### src/source/hps_sys_macros.svh
// Shared widths and defaults; the divider default assumes a clock near 50 MHz
`ifndef HPS_SYS_MACROS_SVH
`define HPS_SYS_MACROS_SVH

// Host word and audio sample widths
`define HPS_WORD_W      16
`define HPS_SAMPLE_W    16

// Volume field with mute in its top bit
`define HPS_ATT_W       5

// Button debounce history and sample divider
`define HPS_DEB_DEPTH   8
`define HPS_DEB_DIV     100000

// Main-board LED byte
`define HPS_LED_W       8

// Status LED positions in the LED byte
`define HPS_LED_POWER_BIT 4
`define HPS_LED_DISK_BIT  2
`define HPS_LED_USER_BIT  0

`endif

### src/source/hps_sys_pkg.sv
// Command codes and mixer types; only the LED and volume commands are decoded
`include "hps_sys_macros.svh"

package hps_sys_pkg;

	// Host commands handled here
	typedef enum logic [7:0] {
		CMD_NONE   = 8'h00,
		CMD_LED    = 8'h25,
		CMD_VOLUME = 8'h26
	} hps_cmd_e;

	// Cross mix between left and right channels
	typedef enum logic [1:0] {
		MIX_NONE = 2'd0,
		MIX_25   = 2'd1,
		MIX_50   = 2'd2,
		MIX_FULL = 2'd3
	} mix_mode_e;

	// Raw audio word, signedness decided per channel
	typedef logic [`HPS_SAMPLE_W-1:0] sample_t;

endpackage

### src/source/audio_mix_channel.sv
// One stereo side; core audio must hold for three clocks and the output lags it by nine
`timescale 1ns/1ps
`include "hps_sys_macros.svh"

module audio_mix_channel
	import hps_sys_pkg::*;
(
	input  logic                  clk,
	input  logic                  resetd,
	input  sample_t               i_core,
	input  sample_t               i_host,
	input  sample_t               i_pre_in,
	input  mix_mode_e             i_mix,
	input  logic                  i_signed,
	input  logic [`HPS_ATT_W-1:0] i_att,
	output sample_t               o_pre_out,
	output sample_t               o_sample
);

	localparam int SW    = `HPS_SAMPLE_W;
	localparam int SUM_W = SW + 1;

	sample_t                 core_d1;
	sample_t                 core_d2;
	sample_t                 core_d3;
	sample_t                 core_held;
	logic signed [SUM_W-1:0] host_ext;
	logic signed [SUM_W-1:0] pre_ext;
	logic signed [SUM_W-1:0] conv;
	logic signed [SUM_W-1:0] sum;
	logic signed [SUM_W-1:0] mixed;
	logic signed [SUM_W-1:0] atten;

	assign host_ext = $signed({i_host[SW-1], i_host});
	assign pre_ext  = $signed({i_pre_in[SW-1], i_pre_in});

	//////////////////////////////////////////////////
	// Sample-hold filter
	//////////////////////////////////////////////////

	// Rejects values that flicker while the core updates its word
	always_ff @(posedge clk) begin
		if (resetd) begin
			core_d1   <= '0;
			core_d2   <= '0;
			core_d3   <= '0;
			core_held <= '0;
		end else begin
			core_d1 <= i_core;
			core_d2 <= core_d1;
			core_d3 <= core_d2;
			if (core_d1 == core_d2 && core_d2 == core_d3)
				core_held <= core_d3;
		end
	end

	//////////////////////////////////////////////////
	// Mix pipeline
	//////////////////////////////////////////////////

	always_ff @(posedge clk) begin
		if (resetd) begin
			conv      <= '0;
			sum       <= '0;
			mixed     <= '0;
			o_pre_out <= '0;
			atten     <= '0;
			o_sample  <= '0;
		end else begin
			// Unsigned audio is halved to fit the signed range
			if (i_signed)
				conv <= $signed({core_held[SW-1], core_held});
			else
				conv <= $signed({2'b00, core_held[SW-1:1]});

			sum       <= conv + host_ext;
			o_pre_out <= sum[SUM_W-1:1];

			case (i_mix)
				MIX_NONE: mixed <= sum;
				MIX_25:   mixed <= sum - (sum >>> 3) + (pre_ext >>> 2);
				MIX_50:   mixed <= sum - (sum >>> 2) + (pre_ext >>> 1);
				MIX_FULL: mixed <= (sum >>> 1) + pre_ext;
			endcase

			// Top attenuation bit mutes
			if (i_att[`HPS_ATT_W-1])
				atten <= '0;
			else
				atten <= mixed >>> i_att[`HPS_ATT_W-2:0];

			// Clamp to the 16-bit signed range
			if (atten[SUM_W-1] != atten[SUM_W-2])
				o_sample <= {atten[SUM_W-1], {(SW-1){atten[SW-1]}}};
			else
				o_sample <= atten[SW-1:0];
		end
	end

endmodule

### src/source/hps_cmd_decoder.sv
// Host paces the words with no back-pressure; only LED and volume frames change state
`timescale 1ns/1ps
`include "hps_sys_macros.svh"

module hps_cmd_decoder
	import hps_sys_pkg::*;
(
	input  logic                   clk,
	input  logic                   resetd,
	input  logic                   i_io_sel,
	input  logic                   i_io_strobe,
	input  logic [`HPS_WORD_W-1:0] i_io_din,
	output logic [`HPS_LED_W-1:0]  o_led_overtake,
	output logic [`HPS_LED_W-1:0]  o_led_state,
	output logic [`HPS_ATT_W-1:0]  o_vol_att
);

	localparam int CMD_W = $bits(hps_cmd_e);

	hps_cmd_e cmd;
	hps_cmd_e cmd_decoded;
	logic     has_cmd;
	logic     cmd_word;
	logic     data_word;

	//////////////////////////////////////////////////
	// Frame tracking
	//////////////////////////////////////////////////

	// First strobe in a frame is the command word
	assign cmd_word  = i_io_sel && i_io_strobe && !has_cmd;
	assign data_word = i_io_sel && i_io_strobe && has_cmd;

	// Codes we do not handle collapse to CMD_NONE so their data is swallowed
	always_comb begin
		case (i_io_din[CMD_W-1:0])
			CMD_LED:    cmd_decoded = CMD_LED;
			CMD_VOLUME: cmd_decoded = CMD_VOLUME;
			default:    cmd_decoded = CMD_NONE;
		endcase
	end

	// Dropping the select ends the frame
	always_ff @(posedge clk) begin
		if (resetd || !i_io_sel) begin
			has_cmd <= 1'b0;
			cmd     <= CMD_NONE;
		end else if (cmd_word) begin
			has_cmd <= 1'b1;
			cmd     <= cmd_decoded;
		end
	end

	//////////////////////////////////////////////////
	// Registers written by data words
	//////////////////////////////////////////////////

	always_ff @(posedge clk) begin
		if (resetd) begin
			o_led_overtake <= '0;
			o_led_state    <= '0;
			o_vol_att      <= '0;
		end else if (data_word) begin
			case (cmd)
				CMD_LED: begin
					// High byte picks the overridden LEDs, low byte their level
					o_led_overtake <= i_io_din[`HPS_WORD_W-1 -: `HPS_LED_W];
					o_led_state    <= i_io_din[`HPS_LED_W-1:0];
				end
				CMD_VOLUME: begin
					o_vol_att <= i_io_din[`HPS_ATT_W-1:0];
				end
				default: begin
					// Nothing to update
				end
			endcase
		end
	end

endmodule

### src/source/hps_sys_top.sv
// Single clock domain; DEB_DIV must suit the clock rate for a useful debounce time
`timescale 1ns/1ps
`include "hps_sys_macros.svh"

module hps_sys_top
	import hps_sys_pkg::*;
#(
	parameter int DEB_DIV = `HPS_DEB_DIV
) (
	input  logic                   clk,
	input  logic                   resetd,
	input  logic                   i_io_sel,
	input  logic                   i_io_strobe,
	input  logic [`HPS_WORD_W-1:0] i_io_din,
	input  logic [1:0]             i_btn_n,
	input  logic [2:0]             i_led_status,
	input  sample_t                i_audio_l,
	input  sample_t                i_audio_r,
	input  sample_t                i_host_l,
	input  sample_t                i_host_r,
	input  mix_mode_e              i_audio_mix,
	input  logic                   i_audio_signed,
	output logic [`HPS_LED_W-1:0]  o_led,
	output logic                   o_btn_user,
	output logic                   o_btn_osd,
	output sample_t                o_audio_l,
	output sample_t                o_audio_r
);

	logic [`HPS_LED_W-1:0] led_overtake;
	logic [`HPS_LED_W-1:0] led_state;
	logic [`HPS_ATT_W-1:0] vol_att;
	sample_t               pre_l;
	sample_t               pre_r;

	//////////////////////////////////////////////////
	// Host command channel and panel
	//////////////////////////////////////////////////

	hps_cmd_decoder u_decoder (
		.clk            (clk),
		.resetd         (resetd),
		.i_io_sel       (i_io_sel),
		.i_io_strobe    (i_io_strobe),
		.i_io_din       (i_io_din),
		.o_led_overtake (led_overtake),
		.o_led_state    (led_state),
		.o_vol_att      (vol_att)
	);

	panel_io #(
		.DIV_PERIOD (DEB_DIV)
	) u_panel (
		.clk            (clk),
		.resetd         (resetd),
		.i_btn_n        (i_btn_n),
		.i_led_status   (i_led_status),
		.i_led_overtake (led_overtake),
		.i_led_state    (led_state),
		.o_btn_user     (o_btn_user),
		.o_btn_osd      (o_btn_osd),
		.o_led          (o_led)
	);

	//////////////////////////////////////////////////
	// Audio, pre sums crossed between sides
	//////////////////////////////////////////////////

	audio_mix_channel u_mix_l (
		.clk       (clk),
		.resetd    (resetd),
		.i_core    (i_audio_l),
		.i_host    (i_host_l),
		.i_pre_in  (pre_r),
		.i_mix     (i_audio_mix),
		.i_signed  (i_audio_signed),
		.i_att     (vol_att),
		.o_pre_out (pre_l),
		.o_sample  (o_audio_l)
	);

	audio_mix_channel u_mix_r (
		.clk       (clk),
		.resetd    (resetd),
		.i_core    (i_audio_r),
		.i_host    (i_host_r),
		.i_pre_in  (pre_l),
		.i_mix     (i_audio_mix),
		.i_signed  (i_audio_signed),
		.i_att     (vol_att),
		.o_pre_out (pre_r),
		.o_sample  (o_audio_r)
	);

endmodule

### src/source/panel_io.sv
// Buttons are active low and asynchronous; DIV_PERIOD sets the sample spacing in clocks
`timescale 1ns/1ps
`include "hps_sys_macros.svh"

module panel_io #(
	parameter int DIV_PERIOD = `HPS_DEB_DIV
) (
	input  logic                  clk,
	input  logic                  resetd,
	input  logic [1:0]            i_btn_n,
	input  logic [2:0]            i_led_status,
	input  logic [`HPS_LED_W-1:0] i_led_overtake,
	input  logic [`HPS_LED_W-1:0] i_led_state,
	output logic                  o_btn_user,
	output logic                  o_btn_osd,
	output logic [`HPS_LED_W-1:0] o_led
);

	localparam int CNT_W = (DIV_PERIOD > 1) ? $clog2(DIV_PERIOD) : 1;

	logic [CNT_W-1:0]                    div_cnt;
	logic                                sample_tick;
	logic [1:0]                          btn_meta;
	logic [1:0]                          btn_sync;
	logic [1:0][`HPS_DEB_DEPTH-1:0]      deb_hist;
	logic [1:0][`HPS_DEB_DEPTH-1:0]      deb_next;
	logic [1:0]                          btn_q;
	logic [`HPS_LED_W-1:0]               status_pat;

	//////////////////////////////////////////////////
	// Button debounce
	//////////////////////////////////////////////////

	assign sample_tick = (div_cnt == CNT_W'(DIV_PERIOD - 1));

	// History after this tick's sample, bit 0 user and bit 1 osd
	always_comb begin
		for (int i = 0; i < 2; i++) begin
			deb_next[i] = {deb_hist[i][`HPS_DEB_DEPTH-2:0], btn_sync[i]};
		end
	end

	always_ff @(posedge clk) begin
		if (resetd) begin
			div_cnt  <= '0;
			btn_meta <= '0;
			btn_sync <= '0;
			deb_hist <= '0;
			btn_q    <= '0;
		end else begin
			// Two-flop sync, stored as pressed = 1
			btn_meta <= ~i_btn_n;
			btn_sync <= btn_meta;
			div_cnt  <= sample_tick ? '0 : div_cnt + 1'b1;
			if (sample_tick) begin
				deb_hist <= deb_next;
				for (int i = 0; i < 2; i++) begin
					if (&deb_next[i])
						btn_q[i] <= 1'b1;
					else if (deb_next[i] == '0)
						btn_q[i] <= 1'b0;
				end
			end
		end
	end

	assign o_btn_user = btn_q[0];
	assign o_btn_osd  = btn_q[1];

	//////////////////////////////////////////////////
	// Main-board LEDs
	//////////////////////////////////////////////////

	// Status order is power, disk, user from the top bit down
	always_comb begin
		status_pat                    = '0;
		status_pat[`HPS_LED_POWER_BIT] = i_led_status[2];
		status_pat[`HPS_LED_DISK_BIT]  = i_led_status[1];
		status_pat[`HPS_LED_USER_BIT]  = i_led_status[0];
	end

	assign o_led = (i_led_overtake & i_led_state) | (~i_led_overtake & status_pat);

endmodule

### config.mk
export PLATFORM = sky130hd
export DESIGN_NAME = hps_sys_top
export DESIGN_NICKNAME = d
export VERILOG_FILES = /design/src/source/hps_sys_pkg.sv /design/src/source/audio_mix_channel.sv /design/src/source/hps_cmd_decoder.sv /design/src/source/hps_sys_top.sv /design/src/source/panel_io.sv
export VERILOG_INCLUDE_DIRS = /design/src /design/src/source
export SDC_FILE = /design/constraint.sdc
export NUM_CORES = 1
export LEC_CHECK = 0
export ABC_AREA = 0
export BUFFER_PORTS_ARGS = -buffer_cell sky130_fd_sc_hd__buf_2
export CORE_ASPECT_RATIO = 0.7
export CORE_MARGIN = 4
export CORE_UTILIZATION = 60
export CTS_CLUSTER_SIZE = 28
export DETAILED_ROUTE_END_ITERATION = 7
export PLACE_DENSITY = 0.82
export SYNTH_ARGS = -nofsm -noshare
export SYNTH_HDL_FRONTEND = slang
export SYNTH_HIERARCHICAL = 1
export SYNTH_SLANG_ARGS = --single-unit
### constraint.sdc
create_clock -name clk -period 10.2 [get_ports clk]
set_clock_uncertainty 0.1 [all_clocks]
set_input_delay 2.04 -clock clk [delete_from_list [all_inputs] [get_ports clk]]
set_output_delay 2.04 -clock clk [all_outputs]
set_load 0.03 [all_outputs]
## Yosys cells after proc, flatten, opt, wreduce, memory -nomap -nowiden

Cells that the tools add are included.

- Bits in registers: 393
- Logic and storage cells: 102

- $add $sub $neg: 13
- Equality and inequality tests: 14
- Shifts and indexed selects: 2
- Multiplexer cells: 11
- Bitwise operators: 6
- Reductions and logical operators: 22

Operator list:

| cell | count |
|---|---|
| 17-bit case mux with 4 select lines | 2 |
| 16-bit by 16-bit adder with 17-bit output | 4 |
| 16-bit == test | 4 |
| 17-bit by 14-bit adder with 17-bit output | 2 |
| 17-bit by 15-bit adder with 17-bit output | 2 |
| 17-bit by 4-bit >>> shifter with 17-bit output | 2 |
| 17-bit by 14-bit subtractor with 17-bit output | 2 |
| 17-bit by 15-bit subtractor with 17-bit output | 2 |
| 8-bit by 6-bit == test with 1-bit output, second input constant | 4 |
| 16-bit 2-to-1 mux | 2 |
| 15-bit 2-to-1 mux | 2 |
| 17-bit by 1-bit adder with 17-bit output, second input constant | 1 |
| 17-bit == test, second input constant | 1 |
| 8-bit logical NOT | 2 |
| 8-bit AND reduction | 2 |
| 6-bit case mux with 2 select lines | 1 |
| 8-bit by 5-bit bitwise AND with 8-bit output | 1 |
| 8-bit bitwise AND | 1 |
| 8-bit inverter | 1 |
| 8-bit bitwise OR | 1 |
| 2-bit AND reduction | 4 |
| 2-bit OR reduction | 3 |
| 1-bit logical AND | 5 |
| 2-bit == test, second input constant | 2 |
| other kinds (9) | 15 |

## Depth between registers and ports, before layout

- Depth after elaboration: 3
- Mapped depth: 14
- Gate-level depth less buffers: 14

## Hierarchy

Netlist, hierarchy kept.

Modules (own cells, without submodules):

| module | times used | cells an instance | area an instance (µm²) | seq. area each (µm²) |
|---|---|---|---|---|
| audio_mix_channel at u_mix_l | 1 | 1141 | 10020.9 | 3263.1 |
| audio_mix_channel at u_mix_r | 1 | 1108 | 9897.0 | 3263.1 |
| panel_io | 1 | 176 | 1669.1 | 740.7 |
| hps_cmd_decoder | 1 | 107 | 1118.6 | 500.5 |

## Worst setup path after synthesis

No wires, ideal clock.

- Path type: input port to output port
- Start: input i_led_status[0]
- End: output o_led[0]
- Data arrival time: 2.369 ns
- Data required time: 8.060 ns
- Path slack: 5.691 ns
- Cell stages on the path: 1
- Path buffers: 0
- Cells stage by stage: mux2_2

- Cells in the longest elaborated chain, start to end: 2

RTL lines:

| element | line | text |
|---|---|---|
| start: declaration | hps_sys_top.sv:16 | `input logic [2:0] i_led_status,` |
| 8-bit by 5-bit bitwise AND with 8-bit output | panel_io.sv:82 | `assign o_led = (i_led_overtake & i_led_state) \| (~i_led_overtake & status_pat);` |
| 8-bit bitwise OR | panel_io.sv:82 |  |
| end: declaration | hps_sys_top.sv:23 | `` output logic [`HPS_LED_W-1:0] o_led, `` |

No other way between the ends.

## Final worst setup path

Same ends and word-level chain as after synthesis.

==> key figures <==
Critical path
  – Endpoint kind of the worst setup timing path: output port
  – Arrival time at the worst endpoint: 2.56 ns
  – Most frequent CP cell: sky130_fd_sc_hd__buf_2
  – Delay of the slowest critical-path stage: 0.25 ns
  – Cells along the critical path: buf_2 > mux2_2 > buf_2
  – Required time at the worst-slack endpoint: 8.06 ns
  – Critical path's slowest cell: sky130_fd_sc_hd__mux2_2
  – Worst Reg-to-Reg Cells: 11
  – Startpoint class of the critical path: primary input
  – Setup CP Type: in2out
  – CP max FO: 1

STA
  – Setup violators final: 0
  – TNS Setup: 0 ns
  – Worst slew margin relative to its limit: 23.1%
  – Fmax: 213 MHz
  – Max Transition Viols Final: 0
  – RSZ-0062 raised after global routing: false
  – Slew at the pin closest to its max-slew limit: 1.14 ns
  – Share of the clock period used by the worst path after layout: 46.1%
  – Final Hold Vio Count: 0
  – Crit path time final: 4.70 ns

Power
  – Part of the power in the clock network: 36.4%
  – Sequential share of power: 41.8%
  – P per Cell Area: 158 nW/µm²
  – VDD IR-drop max: 120 µV
  – Switching Power: 0.00117 W
  – Cell internal pwr: 0.00278 W
  – Leakage component of the power: 11.0 nW
  – Fraction of power spent switching nets: 29.6%
  – Comb power frac: 21.8%

GRT
  – Overall Global Routing Usage: 25.6%
  – Vias in the first global route: 17480
  – Remaining Overflow, GRT: 0
  – Maximum number of pins on one net before global-route repair: 106
  – Wire length of the first global-routing pass: 87.2 mm
  – Number of antenna violations at the first check in global routing: 0

Synth
  – Yosys warns: 6
  – Cell area after synthesis: 22700 µm²
  – Cell taking the most area after synthesis: sky130_fd_sc_hd__dfxtp_1
  – Post-synth EDFFs: 0
  – Yosys cell types: 91
  – Post-synthesis sequential area ratio: 34.2%
  – Avg Synthesized Cell Area: 8.97 µm²
  – Main flop type after synthesis: sky130_fd_sc_hd__dfxtp_1
  – Flop and latch count out of synthesis: 388
  – Synth async-reset ratio: 0%
  – Post-synth net total: 2851
  – Portion of synthesized cell area occupied by the leading cell type: 34.2%
  – Main area contributors after synthesis: sky130_fd_sc_hd__dfxtp_1, sky130_fd_sc_hd__ha_1, sky130_fd_sc_hd__fa_1, sky130_fd_sc_hd__mux2i_1, sky130_fd_sc_hd__nor2_1
  – Cells after synthesis: 2532

Route
  – DR iter-0 viols: 1775
  – Routed wire length: 54.5 mm
  – First-pass iteration count of the detailed router: 5
  – Detailed-route vias per instance: 5.85
  – Count of vias placed by the detailed router: 18314
  – Detail Route Antenna Nets: 0
  – Routed wire per std cell: 17.4 µm
  – Detailed-route DRC error count: 0

Min path
  – Worst min path class: reg2reg
  – Hold Path Stages: 1

Clock network
  – Clock-pin slew of the registers on the worst-case setup and hold paths: 0.06 ns
  – Clock insertion delay at the later pin of the skew report: 0.54 ns
  – Cts hold-fix bufs: 0
  – Clock tree root driver cell: sky130_fd_sc_hd__clkbuf_16
  – CTS Buf Count: 39
  – Post-CTS resize count: 0
  – Post-CTS setup buffer count: 0
  – Clock sinks: 388
  – CTS tree: built
  – Max Buffers Root-to-Sink: 3
  – CTS HTree Levels: 2

Outcome
  – Result of the run: completed

Cells and area
  – Most frequent cells in the layout: sky130_fd_sc_hd__dfxtp_1, sky130_fd_sc_hd__nor2_1, sky130_fd_sc_hd__inv_1
  – Area grow syn2layout: 9.62%
  – Most common cell after layout, fill and taps aside: sky130_fd_sc_hd__dfxtp_1
  – # nets final: 2933
  – Number of fill cells: 2900
  – Diode insertion count for antenna repair: 0
  – Number of standard cells in the layout, taps in and fillers out: 3128
  – Fraction of final layout cells with drive strength greater than 1: 10.6%

Floorplanning
  – Number of core rows: 59
  – Die outline width: 241 µm
  – Initial core utilization: 60.9%
  – Area of the core region: 37300 µm²
  – Die Span Y: 171 µm
  – Die Footprint: 41100 µm²
  – IO Pins: 134

Placement
  – Estimated wirelength of the detail-placed design: 40.4 mm
  – Final RePlAce weighted congestion: 0.975
  – Count of input and output buffers: 133
  – Total placed cells including tap cells: 3061

Flow run
  – Max-capacitance violation count: 0
## cells in the mapped netlist (17+ instances only)
cell type	instances
sky130_fd_sc_hd__and3_1	34
sky130_fd_sc_hd__mux2i_1	118
sky130_fd_sc_hd__nor2_1	258
sky130_fd_sc_hd__o21a_1	28
sky130_fd_sc_hd__inv_1	245
sky130_fd_sc_hd__xnor2_1	63
sky130_fd_sc_hd__a21o_1	18
sky130_fd_sc_hd__nand2_1	120
sky130_fd_sc_hd__a31oi_1	17
sky130_fd_sc_hd__clkbuf_1	76
sky130_fd_sc_hd__ha_1	163
sky130_fd_sc_hd__or3_1	17
sky130_fd_sc_hd__nand4_1	25
sky130_fd_sc_hd__a21oi_1	136
sky130_fd_sc_hd__nand3_1	34
sky130_fd_sc_hd__fa_1	64
sky130_fd_sc_hd__nand2b_1	71
sky130_fd_sc_hd__nor2b_1	126
sky130_fd_sc_hd__nor3_1	69
sky130_fd_sc_hd__a211oi_1	37
sky130_fd_sc_hd__mux4_2	25
sky130_fd_sc_hd__o21ai_0	78
sky130_fd_sc_hd__xor2_1	32
sky130_fd_sc_hd__dfxtp_1	388
## final cells by class
cell class / count / area (µm²) / share of cell area [%]
multi-input combinational: 1794 / 13600 / 54.5
sequential: 388 / 7770 / 31.2
clock inverter: 15 / 153 / 0.613
timing repair buffer: 141 / 736 / 2.96
clock buffer: 52 / 1130 / 4.53
inverter: 250 / 938 / 3.77
tap: 488 / 611 / 2.45
## cell families (layout without fill, tap and decap cells)
family	Yosys count	count (layout)	synth area share, %
flops	388	388	34.2
buf+inv	350	458	6.09
compound gates	475	475	14.0
xor+xnor	95	95	3.66
simple gates	840	840	19.0
fa+ha+maj	227	227	14.6
mux	157	157	8.38
## path summary, 6_finish.rpt
check | end | slack (ns) | start
worst max-delay path | o_led[0] | 5.50 | i_led_status[0]
worst min-delay path | u_panel/btn_sync[0]$_SDFF_PP0_ | 0.34 | u_panel/btn_meta[0]$_SDFF_PP0_
worst max register to register | u_mix_l/mixed[15]$_SDFF_PP0_ | 6.17 | u_mix_r/o_pre_out[3]$_SDFF_PP0_
worst min register to register | u_panel/btn_sync[0]$_SDFF_PP0_ | 0.34 | u_panel/btn_meta[0]$_SDFF_PP0_
## critical path: cells and delay by family
family / cells / cell delay, ns
buf+inv: 2 / 0.28
mux: 1 / 0.25
## power by group through the flow
stage                     clock network, W  logic (W)  registers [W]
final                              0.00143   0.000859        0.00165
after global routing               0.00152   0.000941        0.00166
after CTS                          0.00146   0.000838        0.00165
after detailed placement                 0   0.000830        0.00168
after global placement                   0   0.000809        0.00168
after floorplan                          0   0.000624        0.00167
## layer usage
metal,GRT usage (%),wire (µm),vias up
met2,39.9,24000,679
met1,36.7,25000,8648
met4,6.29,1000,0
met5,0,0,-
met3,5.38,4430,94
li1,-,-,8893
## through the flow
stage | total power (W) | worst slack, ns | utilization (%) | cell area (µm²) | hold slack (ns)
2_1_floorplan | 0.00230 | 5.69 | - | 22700 | 0.314
3_3_place_gp | 0.00248 | 5.50 | 63.3 | 23600 | 0.328
3_5_place_dp | 0.00251 | 5.50 | 63.3 | 23600 | 0.335
4_1_cts | 0.00395 | 5.49 | 66.8 | 24900 | 0.347
5_1_grt | 0.00412 | 5.48 | 66.8 | 24900 | 0.356
6_report | 0.00394 | 5.50 | 66.8 | 24900 | 0.344
## sequential cells by signal, summed over array words and instances (netlist names), 17 cells and up
| register | flops |
|---|---|
| u_mix_r/atten | 17 |
| u_panel/div_cnt | 17 |
| u_mix_l/atten | 17 |
| u_mix_l/sum | 17 |
| u_mix_r/sum | 17 |
| u_mix_l/mixed | 17 |
| u_mix_r/mixed | 17 |
(Power assumes the default switching activity.)
